**config.mk**
```make
export PLATFORM = sky130hd
export DESIGN_NAME = storeAlign
export DESIGN_NICKNAME = d
export VERILOG_FILES = /design/src/logic/cachePkg.sv /design/src/logic/storeAlign.sv
export VERILOG_INCLUDE_DIRS = /design/src /design/src/include
export SDC_FILE = /design/constraint.sdc
export NUM_CORES = 1
export LEC_CHECK = 0
export BUFFER_PORTS_ARGS = -buffer_cell sky130_fd_sc_hd__buf_2
export CORE_AREA = 2 2 127 129
export DETAILED_ROUTE_END_ITERATION = 6
export DIE_AREA = 0 0 129 131
export MAX_ROUTING_LAYER = met4
export PLACE_DENSITY = 0.57
export SYNTH_ARGS = -nofsm -noshare
export SYNTH_HDL_FRONTEND = slang
export SYNTH_SLANG_ARGS = --single-unit
```
**constraint.sdc**
```tcl
create_clock -name vclk -period 1.54
set_clock_uncertainty 0.15 [all_clocks]
set_input_delay 0.154 -clock vclk [all_inputs]
set_output_delay 0.154 -clock vclk [all_outputs]
set_load 0.005 [all_outputs]
```
**src/include/cache_defs.svh**
```systemverilog
`ifndef CACHE_DEFS_SVH
`define CACHE_DEFS_SVH

// byte address width seen by the pipeline.
`define ADDR_W 64

// number of cache sets. The set index sits just above the doubleword offset.
`define SETS 4

// backing store depth in doublewords, so byte addresses stay below 512.
`define MEM_WORDS 64

// cycles from a memory read strobe to the read data pulse.
`define MEM_LATENCY 3

`endif

```
**src/logic/cachePkg.sv**
```systemverilog
`include "cache_defs.svh"

package cachePkg;

    // access sizes in the order of the funct3 low bits.
    typedef enum logic [1:0] {
        SIZE_B,
        SIZE_H,
        SIZE_W,
        SIZE_D
    } accessSize_t;

    localparam int DATA_W = 64;
    localparam int MASK_W = DATA_W / 8;

    // byte offset within a line, then set index, then tag.
    localparam int OFFSET_W = $clog2(MASK_W);
    localparam int INDEX_W = $clog2(`SETS);
    localparam int TAG_W = `ADDR_W - INDEX_W - OFFSET_W;

    localparam int MEM_IDX_W = $clog2(`MEM_WORDS);

endpackage

```
**src/logic/storeAlign.sv**
```systemverilog
`timescale 1ns/1ps
`include "cache_defs.svh"

module storeAlign (
    input  logic [`ADDR_W-1:0]            addr,
    input  cachePkg::accessSize_t         size,
    input  logic [cachePkg::DATA_W-1:0]   storeData,
    input  logic [cachePkg::DATA_W-1:0]   loadWord,
    output logic [cachePkg::DATA_W-1:0]   alignedData,
    output logic [cachePkg::MASK_W-1:0]   byteMask,
    output logic [cachePkg::DATA_W-1:0]   loadResult
);
    import cachePkg::*;

    logic [OFFSET_W-1:0] byteOffset;
    logic [OFFSET_W-1:0] alignBits;
    logic [MASK_W-1:0]   sizeMask;
    logic [DATA_W-1:0]   sizeBits;

    assign byteOffset = addr[OFFSET_W-1:0];

    always_comb begin
        case (size)
            SIZE_B: begin
                sizeMask = 8'h01;
                alignBits = 3'b000;
            end
            SIZE_H: begin
                sizeMask = 8'h03;
                alignBits = 3'b001;
            end
            SIZE_W: begin
                sizeMask = 8'h0f;
                alignBits = 3'b011;
            end
            default: begin
                sizeMask = 8'hff;
                alignBits = 3'b111;
            end
        endcase
    end

    always_comb begin
        for (int b = 0; b < MASK_W; b++) begin
            sizeBits[8*b +: 8] = {8{sizeMask[b]}};
        end
    end

    // stores move up to their byte lane. Loads come down to bit zero.
    assign byteMask = sizeMask << byteOffset;
    assign alignedData = storeData << {byteOffset, 3'b000};
    assign loadResult = (loadWord >> {byteOffset, 3'b000}) & sizeBits;

    always_comb begin
        naturalAlign: assert final ($isunknown({byteOffset, size})
                                    || (byteOffset & alignBits) == '0)
            else $error("storeAlign: misaligned access at %h", addr);
    end

endmodule

```
### Word level (Yosys, flattened, before mapping)

Index checks and enable logic that the tools add are counted.

| cells by class | value |
|---|---|
| equality and inequality tests | 2 |
| shift operators | 3 |
| muxes and demuxes | 1 |
| bitwise operators | 1 |
| reductions and logical operators | 1 |

Operators with widths:

| cell | count |
|---|---|
| 64-bit AND | 1 |
| 64-bit by 6-bit << shifter with 64-bit output | 1 |
| 64-bit by 6-bit >> shifter with 64-bit output | 1 |
| 8-bit one-hot mux with 3 select lines | 1 |
| 8-bit by 3-bit << shifter with 8-bit output | 1 |
| 2-bit by 1-bit == test with 1-bit output, second input constant | 1 |
| 2-bit == test, second input constant | 1 |
| 2-bit zero test | 1 |

| storage, ports and cells | value |
|---|---|
| flip-flop bits (word level) | 0 |
| word-level logic and storage cells | 8 |

### Logic depth before layout (Yosys ltp)

Gate-level depths: netlist of the first run.

| logic depth | value |
|---|---|
| word-level depth | 3 |
| mapped depth | 7 |
| gate-level depth less buffers | 3 |

### Worst setup path before layout of the first run

OpenSTA, ideal clock, no wires.

| timing path | value |
|---|---|
| path type | input port to output port |
| from | in addr[1] |
| to | out loadResult[21] (netlist name) |
| arrival | 1.129 ns |
| required time | 1.236 ns |
| path slack | 0.107 ns |
| stages on the path | 5 |
| path through | buf_6 buf_2 mux2_2 a22oi_1 o31ai_1 |

| on the way | value |
|---|---|
| word-level cells in the longest chain between the ends | 2 |

Ends and longest elaborated chain:

| what | line | source |
|---|---|---|
| from (decl) | storeAlign.sv:5 | `` input logic [`ADDR_W-1:0] addr, `` |
| 64-bit by 6-bit >> shifter with 64-bit output | storeAlign.sv:52 | `assign loadResult = (loadWord >> {byteOffset, 3'b000}) & sizeBits;` |
| 64-bit AND | storeAlign.sv:52 |  |
| to (decl) | storeAlign.sv:11 | `output logic [cachePkg::DATA_W-1:0] loadResult` |

No other way between the ends.

### Final worst setup path of the first run

| timing path | value |
|---|---|
| from | in addr[0] |
| to | out loadResult[27] (netlist name) |

The elaborated chain is that of the path after synthesis.

==> results.txt, run 1 <==
The mapped netlist covers 3496 sq um. The share of post-route cells with drive strength above 1 is 66.91%. Once detailed placement completed, the half-perimeter wirelength came to 14.98 mm. The maximum single-stage delay on the critical path is 0.26 ns. The cell class contributing the biggest share of worst-path delay is buffers and inverters.

The layout has 1629 filler cells. The number of hold violations in the final report came to 0. The startpoint identified for the worst hold timing path is loadWord[56]. Static timing analysis puts the maximum clock frequency at 0.6232 GHz. The final reports fail on negative setup slack. The portion of the post-synthesis area used by sequential elements is 0%. The sum of overflow across all layers after global routing came out at 0. The via count of the first global-routing pass was 5071. Summed over all layers, the routed wires come to 20.76 mm. For this run, the share of the core covered by cells in the final layout is 42.53%. Ranked by total cell area, the synthesized netlist is headed by sky130_fd_sc_hd__mux2_2 20%, sky130_fd_sc_hd__mux2i_1 13%, sky130_fd_sc_hd__nor2_1 8.9%, sky130_fd_sc_hd__o22ai_1 7.2%, sky130_fd_sc_hd__a22oi_1 4.9%. The number of buffers inserted for hold repair after clock tree synthesis came out at 0.

The number of warnings issued by yosys came out at 0. On the critical path, the stage with the largest delay is an instance of sky130_fd_sc_hd__nor4bb_2. The signal on the critical path passes through buf_12 > buf_12 > nor4bb_2 > buf_4 > buf_6 > a22oi_2 > nand2_1 > buf_2.

The number of clock-tree buffers in the layout came out at 0. The average instance area after synthesis is 7.238 sq um. Setup violations remaining at the end of the flow were counted as 19. The share of the synthesized area in compound gates (AO/OA/AOI/OAI) is 29.67%. Setup repair after global routing could not meet its margin everywhere.

After synthesis, the share of cell area in mux cells is 35.68%. The initial antenna violation count came to 1. The number of DRC markers in iteration 0 is 469. The critical path starts at addr[0]. The worst-path maximum fanout came out at 8.

Registers take 0 sq um. The critical path arrival is 1.30 ns. The wire length of the first global-routing pass came out at 28.27 mm. The number of vias in the routed layout is 5520. At the pin with the least slew margin, the transition time is 0.3773 ns. The most common cell in the synthesized netlist is sky130_fd_sc_hd__nor2_1. Routability-driven placement finished with a final weighted congestion of 0.9910. The path class of the tightest hold or removal check is in2out. The post-detailed-placement cell area came out at 5589 sq um. The worst max-slew margin expressed relative to the limit is 74.85%. The number of nets produced by synthesis came out at 677. The first detailed-routing pass ran for 7 iterations. Dividing total power by cell area gives a power density of 325.0 nW/um^2. STA classifies the critical path endpoint as a primary output. Data on the critical path is required at its endpoint by 1.24 ns.

The number of remaining DRC errors came out at 0. The sequential cell count is 0. The worst setup path is of the in2out kind. In this run the standard cell core region covers 15600 sq um. The share of the synthesized netlist area taken by xor and xnor gates came out at 0%.

The clock period minus final worst setup slack is 1.605 ns. STA classifies the critical path startpoint as an input pin. The total power draw came out at 0.002156 W. After synthesis, the largest family of logic cells by area is multiplexers. The count of pins over their slew limit came out at 0. The I/O pin total is 330.

The distinct cell type count of the synthesized netlist is 45. The worst-case vdd ir drop came out at 0.1176 mV. The ratio of routed vias to standard cells is 5.370. The largest net degree at the start of global routing came out at 33. The synthesized netlist devotes 0% of its cell area to adder and majority cells. The placement-stage worst setup slack is -0.2592 ns. The final worst setup slack is -0.06472 ns. The number of cells produced by synthesis came out at 483. The flow ran to the end, but the final reports show violations. The global-route usage over all layers came out at 21.59%. The cell total after placement came out at 998.

The number of buffers and inverters on the critical path came out at 5. The share of Yosys cell area claimed by the top area cell type is 19.65%. The fraction of the mapped netlist area in simple logic gates is 23.41%. The multi-input combinational cells in the finished layout cover a total of 3664 sq um. Once the floorplan was initialized, standard cells occupied 22.41% of the core. In the final routed layout, each cell accounts on average for 20.19 um. The commonest cells after synthesis are 83 x sky130_fd_sc_hd__nor2_1, 61 x sky130_fd_sc_hd__mux2_2, 47 x sky130_fd_sc_hd__mux2i_1. For this design the static power due to leakage is 3.309 nW. The endpoint of the worst hold path is loadResult[56]. Leaving out filler cells and counting taps, the final layout contains 1028. Among the stages of the critical path, the cell type that occurs most often is sky130_fd_sc_hd__buf_12. The number of cells on the worst hold path came out at 3. The chip width came out at 129 um. The area enclosed by the die boundary is 16900 sq um.

The final cycle utilization of the critical path is 104.2%. From bottom edge to top edge, the die measures 131 um. In this run the remaining antenna-violating nets after routing total 0.

The placement row count came out at 46. The area added between synthesis and finish is 89.76%. Across the run, the number of max-cap violations was 0. The final design instance area without fill is 6634 sq um.

The count of buffers inserted at the top-level ports came out at 269. The most area-hungry cell type in the Yosys netlist is sky130_fd_sc_hd__mux2_2. The number of nets in the finished design is 1006.
==> worst max path at each step <==
stage,end,cells past startpoint,slack [ns]
2_1_floorplan,loadResult[21],5,0.11
3_3_place_gp,alignedData[51],7,-0.26
3_5_place_dp,alignedData[51],7,-0.26
4_1_cts,loadResult[27],8,-0.05
5_1_grt,loadResult[27],8,-0.11
6_report,loadResult[27],8,-0.06
==> power breakdown <==
part / internal (W) / switching [W]
combinational: 0.00110 / 0.00105
sequential: 0 / 0
clock: 0.000000000174 / 0
total: 0.00110 / 0.00105
==> cell usage in the layout (no fill, tap or decap), types with 3 or more instances in the layout <==
cell                        instances
sky130_fd_sc_hd__a22oi_1            9
sky130_fd_sc_hd__o2bb2ai_2          5
sky130_fd_sc_hd__o22ai_1           18
sky130_fd_sc_hd__nor2_1            83
sky130_fd_sc_hd__buf_16             6
sky130_fd_sc_hd__o21ai_1            4
sky130_fd_sc_hd__nor3_1            16
sky130_fd_sc_hd__mux2i_1           40
sky130_fd_sc_hd__a21o_1             3
sky130_fd_sc_hd__o221ai_1           5
sky130_fd_sc_hd__a211oi_1           5
sky130_fd_sc_hd__and2_1            13
sky130_fd_sc_hd__mux2i_2            5
sky130_fd_sc_hd__nor2b_1            6
sky130_fd_sc_hd__and2_4             3
sky130_fd_sc_hd__o22ai_2           21
sky130_fd_sc_hd__a21oi_1           10
sky130_fd_sc_hd__nor2b_4            3
sky130_fd_sc_hd__buf_2            263
sky130_fd_sc_hd__buf_4             67
sky130_fd_sc_hd__a221oi_2          10
sky130_fd_sc_hd__clkbuf_16          3
sky130_fd_sc_hd__o31ai_1            8
sky130_fd_sc_hd__mux2_4            27
sky130_fd_sc_hd__or2_4              3
sky130_fd_sc_hd__o21ai_0            6
sky130_fd_sc_hd__a22oi_2           14
sky130_fd_sc_hd__buf_8              3
sky130_fd_sc_hd__a211oi_2           6
sky130_fd_sc_hd__a31o_1             8
sky130_fd_sc_hd__nor3_2             6
sky130_fd_sc_hd__mux2_2            40
sky130_fd_sc_hd__buf_12            19
sky130_fd_sc_hd__nand2_1           23
sky130_fd_sc_hd__buf_6             18
==> layout make-up <==
| type | instances | area share (%) |
|---|---|---|
| well taps | 216 | 4.074 |
| inverters | 2 | 0.1132 |
| diodes | 2 | 0.07544 |
| multi-input cells | 429 | 55.22 |
| repair buffers | 379 | 40.51 |
==> cells by family after synthesis <==
logic type,Yosys count
compound gates,143
buf+inv,55
mux,114
simple gates,171
==> worst min-delay path, delay by kind of cell <==
kind	cells	cell delay (ns)
buffers and inverters	2	0.22
and+or+nand+nor	1	0.12
==> stage by stage <==
stage	TNS [ns]	hold slack (ns)
final	-0.4356	0.4874
after global routing	-1.618	0.5130
after CTS	-0.3962	0.4885
after detailed placement	-14.51	0.4885
after global placement	-14.04	0.4833
after floorplan	0	0.1916
==> per-layer routing <==
metal  up-vias  wire (um)  global-route usage, %
met5         -          0                      -
met2       319       9711                  33.92
met4         0        386                  4.220
met1      2649       8994                  30.02
met3        49       1662                  2.443
li1       2503          -                      -
==> timing repair <==
action                                  CTS  global route
pin swaps                                19            26
buffers inserted                          7            13
resized for setup                        61            96
gates cloned                              4             4
endpoints found under the setup margin  114            72
Note: power is estimated with default switching activity, not from simulation.
==> inputs of run 2 (changes only) <==
SKIP_LAST_GASP = 1   (was unset)
==> results.txt, run 2 (synthesis results as in run 1) <==
During I/O placement, the number of pins put on the boundary was 330. The total iterations of the first detailed-routing run came out at 5. After global routing the overflow that remains totals 0.

The number of buffers and inverters on the critical path is 4. Setup repair after global routing could not meet its margin everywhere. In the finished layout, the clock tree contains a buffer count of 0. The ratio of routed vias to standard cells is 5.294.

The core occupancy in the finished layout is 41.21%. The chip width is 129 um. The placement-stage worst setup slack is -0.2592 ns. The detailed-placement wirelength estimate is 14.98 mm. The area enclosed by the die boundary is 16900 sq um. The met2 usage is 33.96%. The placement row count is 46.

The number of cells on the critical path is 7. The clock period minus final worst setup slack is 1.610 ns. The share of post-route cells with drive strength above 1 came out at 64.68%. The timing-limited maximum frequency came out at 0.6209 GHz.

Data on the critical path is required at its endpoint by 1.24 ns. For the pin with the worst max-slew slack, the measured transition is 0.3834 ns. The via count of the first global-routing pass is 5044. The sequential cell count came out at 0. Traced cell by cell, the critical path runs through buf_16 > buf_12 > buf_4 > mux2_4 > a22oi_2 > a21oi_1 > buf_2. The effective utilization at floorplan came out at 22.41%. The final reports fail on negative setup slack. The critical path starts at addr[1]. The critical path arrival is 1.31 ns. The first global-routing pass estimated 28.15 mm of wire. The launching element type of the critical path is an input pin.

Global routing used 30.02% of the available met1 tracks. Input and output buffers added on the ports amount to 269. For this block, the routed nets add up to 20.04 mm of wire. The total area of sequential cells came out at 0 sq um. Of the available clock period, the critical path in the final layout requires 104.6%.

On the critical path, the stage with the largest delay is an instance of sky130_fd_sc_hd__mux2_4. Setup violations remaining at the end of the flow were counted as 27. The y dimension of the die is 131 um. The max-capacitance violation count is 0.

The number of buffers inserted for hold repair after clock tree synthesis came out at 0. The most critical setup path has its endpoint at alignedData[52]. The number of vias in the routed layout came out at 5426. The areal power density over the cells is 323.4 nW/um^2. For met3 alone, demand over resource in global routing was 2.321%. Dividing the detail-routed wire length by the instance count gives 19.55 um. The number of DRC markers in iteration 0 came out at 441. The type of the worst min-delay path is in2out. Grouping stages by cell kind, the critical path spends the most delay in buffers and inverters.

The most frequent standard cell in the layout excluding fill and tap cells is sky130_fd_sc_hd__buf_2. The number of hold violations in the final report is 0. For this design the static power due to leakage is 3.220 nW. The initial antenna violation count came out at 1. The worst max-slew margin expressed relative to the limit came out at 74.44%. The number of nets in the finished design came out at 1003. The flow ran to the end, but the final reports show violations.

The final worst setup slack came out at -0.07045 ns. The number of remaining DRC errors is 0. Routability-driven placement finished with a final weighted congestion of 0.9910. The largest single stage delay on the critical path is 0.31 ns. The global routing stage identified its most utilized layer as met2. The count of pins over their slew limit was 0. Across the VDD grid, the largest voltage drop is 0.1214 mV. The library cells used most frequently in the layout, excluding fill and tap cells, are 266 x sky130_fd_sc_hd__buf_2, 83 x sky130_fd_sc_hd__nor2_1, 69 x sky130_fd_sc_hd__buf_4. Entering global routing, the biggest net connects 33 pins. In this run the remaining antenna-violating nets after routing total 0.

The global-route usage over all layers is 21.49%. By startpoint and endpoint, the worst setup path is classified as in2out. The placeable core region came out at 15600 sq um. STA classifies the critical path endpoint as a primary output.

Along the worst path, the maximum fanout reaches 8. The area added between synthesis and finish came out at 83.86%.
[run 2: changes by cell type in the layout (fill, tap and decap cells not counted), sizes merged]
cell / previous run / this run
or2: 4 / 3
clkbuf: 3 / 1
[run 2: worst min path at each step]
stage / depth (start not counted) / start / slack (ns) / end
after floorplan: 1 / addr[0] / 0.19 / byteMask[0]
after global placement: 3 / storeData[0] / 0.48 / alignedData[0]
after detailed placement: 3 / storeData[4] / 0.49 / alignedData[4]
after CTS: 3 / storeData[4] / 0.49 / alignedData[4]
after global routing: 3 / loadWord[58] / 0.51 / loadResult[58]
final: 3 / loadWord[56] / 0.49 / loadResult[56]
[run 2: cell type report]
| class | instances | area (sq um) |
|---|---|---|
| fill | 1638 | 9170 |
| inverter | 2 | 7.507 |
| multi-input combinational | 428 | 3540 |
| tap | 216 | 270.3 |
| antenna | 2 | 5.005 |
| timing repair buffer | 377 | 2605 |
[run 2: what timing repair did]
action                     CTS  global route
gates cloned                 4             1
gates resized for setup     47            76
setup buffers                7            13
setup endpoints to repair  114            77
pin swaps                   19            22
[run 2: per-stage QoR]
stage	area [sq um]	TNS (ns)	hold WS, ns	cells	total power, W
floorplan	3496	0	0.1916	483	0.0009226
global placement	5589	-14.04	0.4833	998	0.001756
detailed placement	5589	-14.51	0.4885	998	0.001759
CTS	5928	-0.7677	0.4885	1009	0.001877
global route	6425	-2.094	0.5101	1024	0.002213
finish	6427	-0.6188	0.4867	1025	0.002079
[run 2: where the power goes]
| group | leakage (nW) | switching [W] | internal, W |
|---|---|---|---|
| Combinational | 3.22 | 0.00102 | 0.00106 |
| Sequential | 0 | 0 | 0 |
| Clock | 0.0000127 | 0 | 0.000000000174 |
[run 2: routing by layer]
| layer | up-vias | part of all wire (%) |
|---|---|---|
| li1 | 2500 | - |
| met1 | 2532 | 43 |
| met2 | 349 | 47 |
| met3 | 45 | 8.3 |
| met4 | 0 | 1.7 |
| met5 | - | 0 |
[run 2: worst min-delay path, cell delays in order]
cell	delay (ns)
sky130_fd_sc_hd__buf_2	0.11
sky130_fd_sc_hd__and2_1	0.12
sky130_fd_sc_hd__buf_2	0.10
==> inputs of run 3 (changes only) <==
ABC_CLOCK_PERIOD_IN_PS = 1810   (was unset)
clock period = 1.81 ns   (was 1.54 ns; I/O delays follow)
==> results.txt, run 3 (synthesis results as in run 1) <==
The chip width is 129 um. The post-detailed-route wirelength per cell is 18.61 um. The area enclosed by the die boundary is 16900 sq um. The number of vias in the routed layout came out at 5071. The capturing element type of the critical path is a primary output.

The y dimension of the die is 131 um. The final worst setup slack came out at 0.06151 ns. The ratio of routed vias to standard cells came out at 5.201. The critical path is of the in2out type.

The worst max-slew margin expressed relative to the limit is 60.33%. The number of DRC markers in iteration 0 came out at 365. The leakage power came out at 2.754 nW. The initial antenna violation count is 1. From synthesis to final layout, the design area changed by 54.08%. The detailed-placement wirelength estimate came out at 14.45 mm. For this run, design rule violations remaining after detail routing come to 0. The finished layout holds 975 standard cells, fillers aside. Along the worst path, the maximum fanout reaches 9. Summed over all layers, the global routing overflow is 0. Max-cap violations in this run came to 0.

IR analysis of the VDD net gives a maximum drop of 0.08352 mV. The library cell used most frequently in the layout, excluding fill and tap cells, is sky130_fd_sc_hd__buf_2. The total area of sequential cells is 0 sq um. The run finished with clean final reports. The via count of the first global-routing pass came out at 4715. The min-delay analysis places its worst path in the category in2out. The top cell types in the final layout, fill and taps aside, are 267 x sky130_fd_sc_hd__buf_2, 83 x sky130_fd_sc_hd__nor2_1, 61 x sky130_fd_sc_hd__mux2_2.

The data required time of the critical path is 1.48 ns. Including well taps, the total number of placed cells is 973. At the end of routability-driven placement, the weighted congestion stood at 0.9380. The core region is 15600 sq um. Before CTS, the worst setup slack after placement is -0.06509 ns. The final layout contains a sequential cell count of 0.

After detailed placement, the total cell area comes to 5326 sq um. Of the cells placed in the final design, the portion with a size suffix greater than 1 is 54.35%. The critical path goes through buf_2 > buf_4 > buf_12 > mux2i_1 > o22ai_1 > a21o_1 > buf_2. In this run the count of I/O pins placed on the die edge is 330. Counting the fill cells in the layout gives 1743.

In this run the power density over the cells is 269.7 nW/um^2. STA classifies the critical path startpoint as an input pin. The count of pins over their slew limit was 0. The detailed-route wire length is 18.14 mm. The global-route usage over all layers came out at 19.88%. The core occupancy in the finished layout came out at 34.53%.

The first global-routing pass estimated 26.01 mm of wire. The largest net degree at the start of global routing is 28. The number of nets still failing antenna checks after routing came out at 0.

The maximum single-stage delay on the critical path is 0.28 ns. The number of buffers and inverters on the critical path is 4. The most frequent cell on the critical path is sky130_fd_sc_hd__buf_2. Broken down by cell family, the worst path's largest delay share belongs to buffers and inverters.

Derived from the worst setup path, the maximum achievable clock frequency is 0.5719 GHz. The measured slew at the worst slew-check pin is 0.5944 ns. The total iterations of the first detailed-routing run came out at 5. Summing all multi-input logic gate instances after layout gives 3128 sq um.

The standard cell with the maximum stage delay on the critical path is sky130_fd_sc_hd__mux2i_1. The number of buffers inserted for hold repair after clock tree synthesis came out at 0. The number of nets in the finished design came out at 954. The total setup violations reported at the end of the flow came out at 0. The count of buffers inserted at the top-level ports is 269. The final design instance area without fill is 5386 sq um. The summed negative setup slack over all endpoints came out at 0 ns.

The buffer count from post-CTS setup fixing came out at 0. The clock period minus final worst setup slack came out at 1.748 ns. Counting the clock-network buffers in the layout gives 0. The final cycle utilization of the critical path is 96.60%.

Setup repair after global routing left no endpoint under its margin. The effective utilization at floorplan is 22.41%. The number of hold violations in the final report was 0.

For the worst setup path, the data arrival time is 1.42 ns. In this run the core area contains 46 standard-cell rows.
==> run 3: changes by cell type in the layout (fill, tap and decap cells not counted), moves of 8 or more <==
| cell | change |
|---|---|
| sky130_fd_sc_hd__a22oi_1 | +14 |
| sky130_fd_sc_hd__a22oi_2 | -14 |
| sky130_fd_sc_hd__buf_12 | -8 |
| sky130_fd_sc_hd__buf_4 | -23 |
| sky130_fd_sc_hd__buf_6 | -13 |
| sky130_fd_sc_hd__mux2_2 | +16 |
| sky130_fd_sc_hd__mux2_4 | -16 |
| sky130_fd_sc_hd__o22ai_1 | +15 |
| sky130_fd_sc_hd__o22ai_2 | -14 |
==> run 3: routing by layer <==
metal	routed length (um)	vias up	global-route usage, %
met5	0	-	-
met4	220	0	3.069
met3	1339	20	2.484
met2	8611	264	31.65
met1	7971	2406	27.50
li1	-	2381	-
==> run 3: power by group <==
group	leakage, nW	total [W]	internal (W)	switching [W]
sequential	0	0	0	0
clock	0.00000634	0.0000000000739	0.0000000000739	0
combinational	2.75	0.00145	0.000707	0.000746
total	2.75	0.00145	0.000707	0.000746
==> run 3: stage by stage <==
step,total power (W),hold slack (ns)
floorplan,0.0007850,0.2456
global placement,0.001420,0.5344
detailed placement,0.001421,0.5346
CTS,0.001427,0.5346
global route,0.001568,0.5573
finish,0.001453,0.5336
==> run 3: worst paths after layout <==
kind	to	cells after the start	startpoint
worst max-delay path	alignedData[46]	7	addr[0]
worst min-delay path	alignedData[4]	3	storeData[4]
==> run 3: timing repair <==
action | 4_1_cts | 5_1_grt
cloned | 0 | 1
pin swaps | 0 | 1
endpoints found under the hold margin | 0 | 0
endpoints found under the setup margin | 30 | 42
gates resized for setup | 1 | 8
==> run 3: cell type report <==
type | count | area share, %
antenna | 1 | 0.04646
inverter | 2 | 0.1394
multi-input combinational | 428 | 58.07
tap | 216 | 5.017
timing repair buffer | 328 | 36.72
==> run 3: worst min-delay path, delay by kind of cell <==
family | cells | cell delay [ns]
buffers and inverters | 2 | 0.21
AND/OR/NAND/NOR | 1 | 0.11
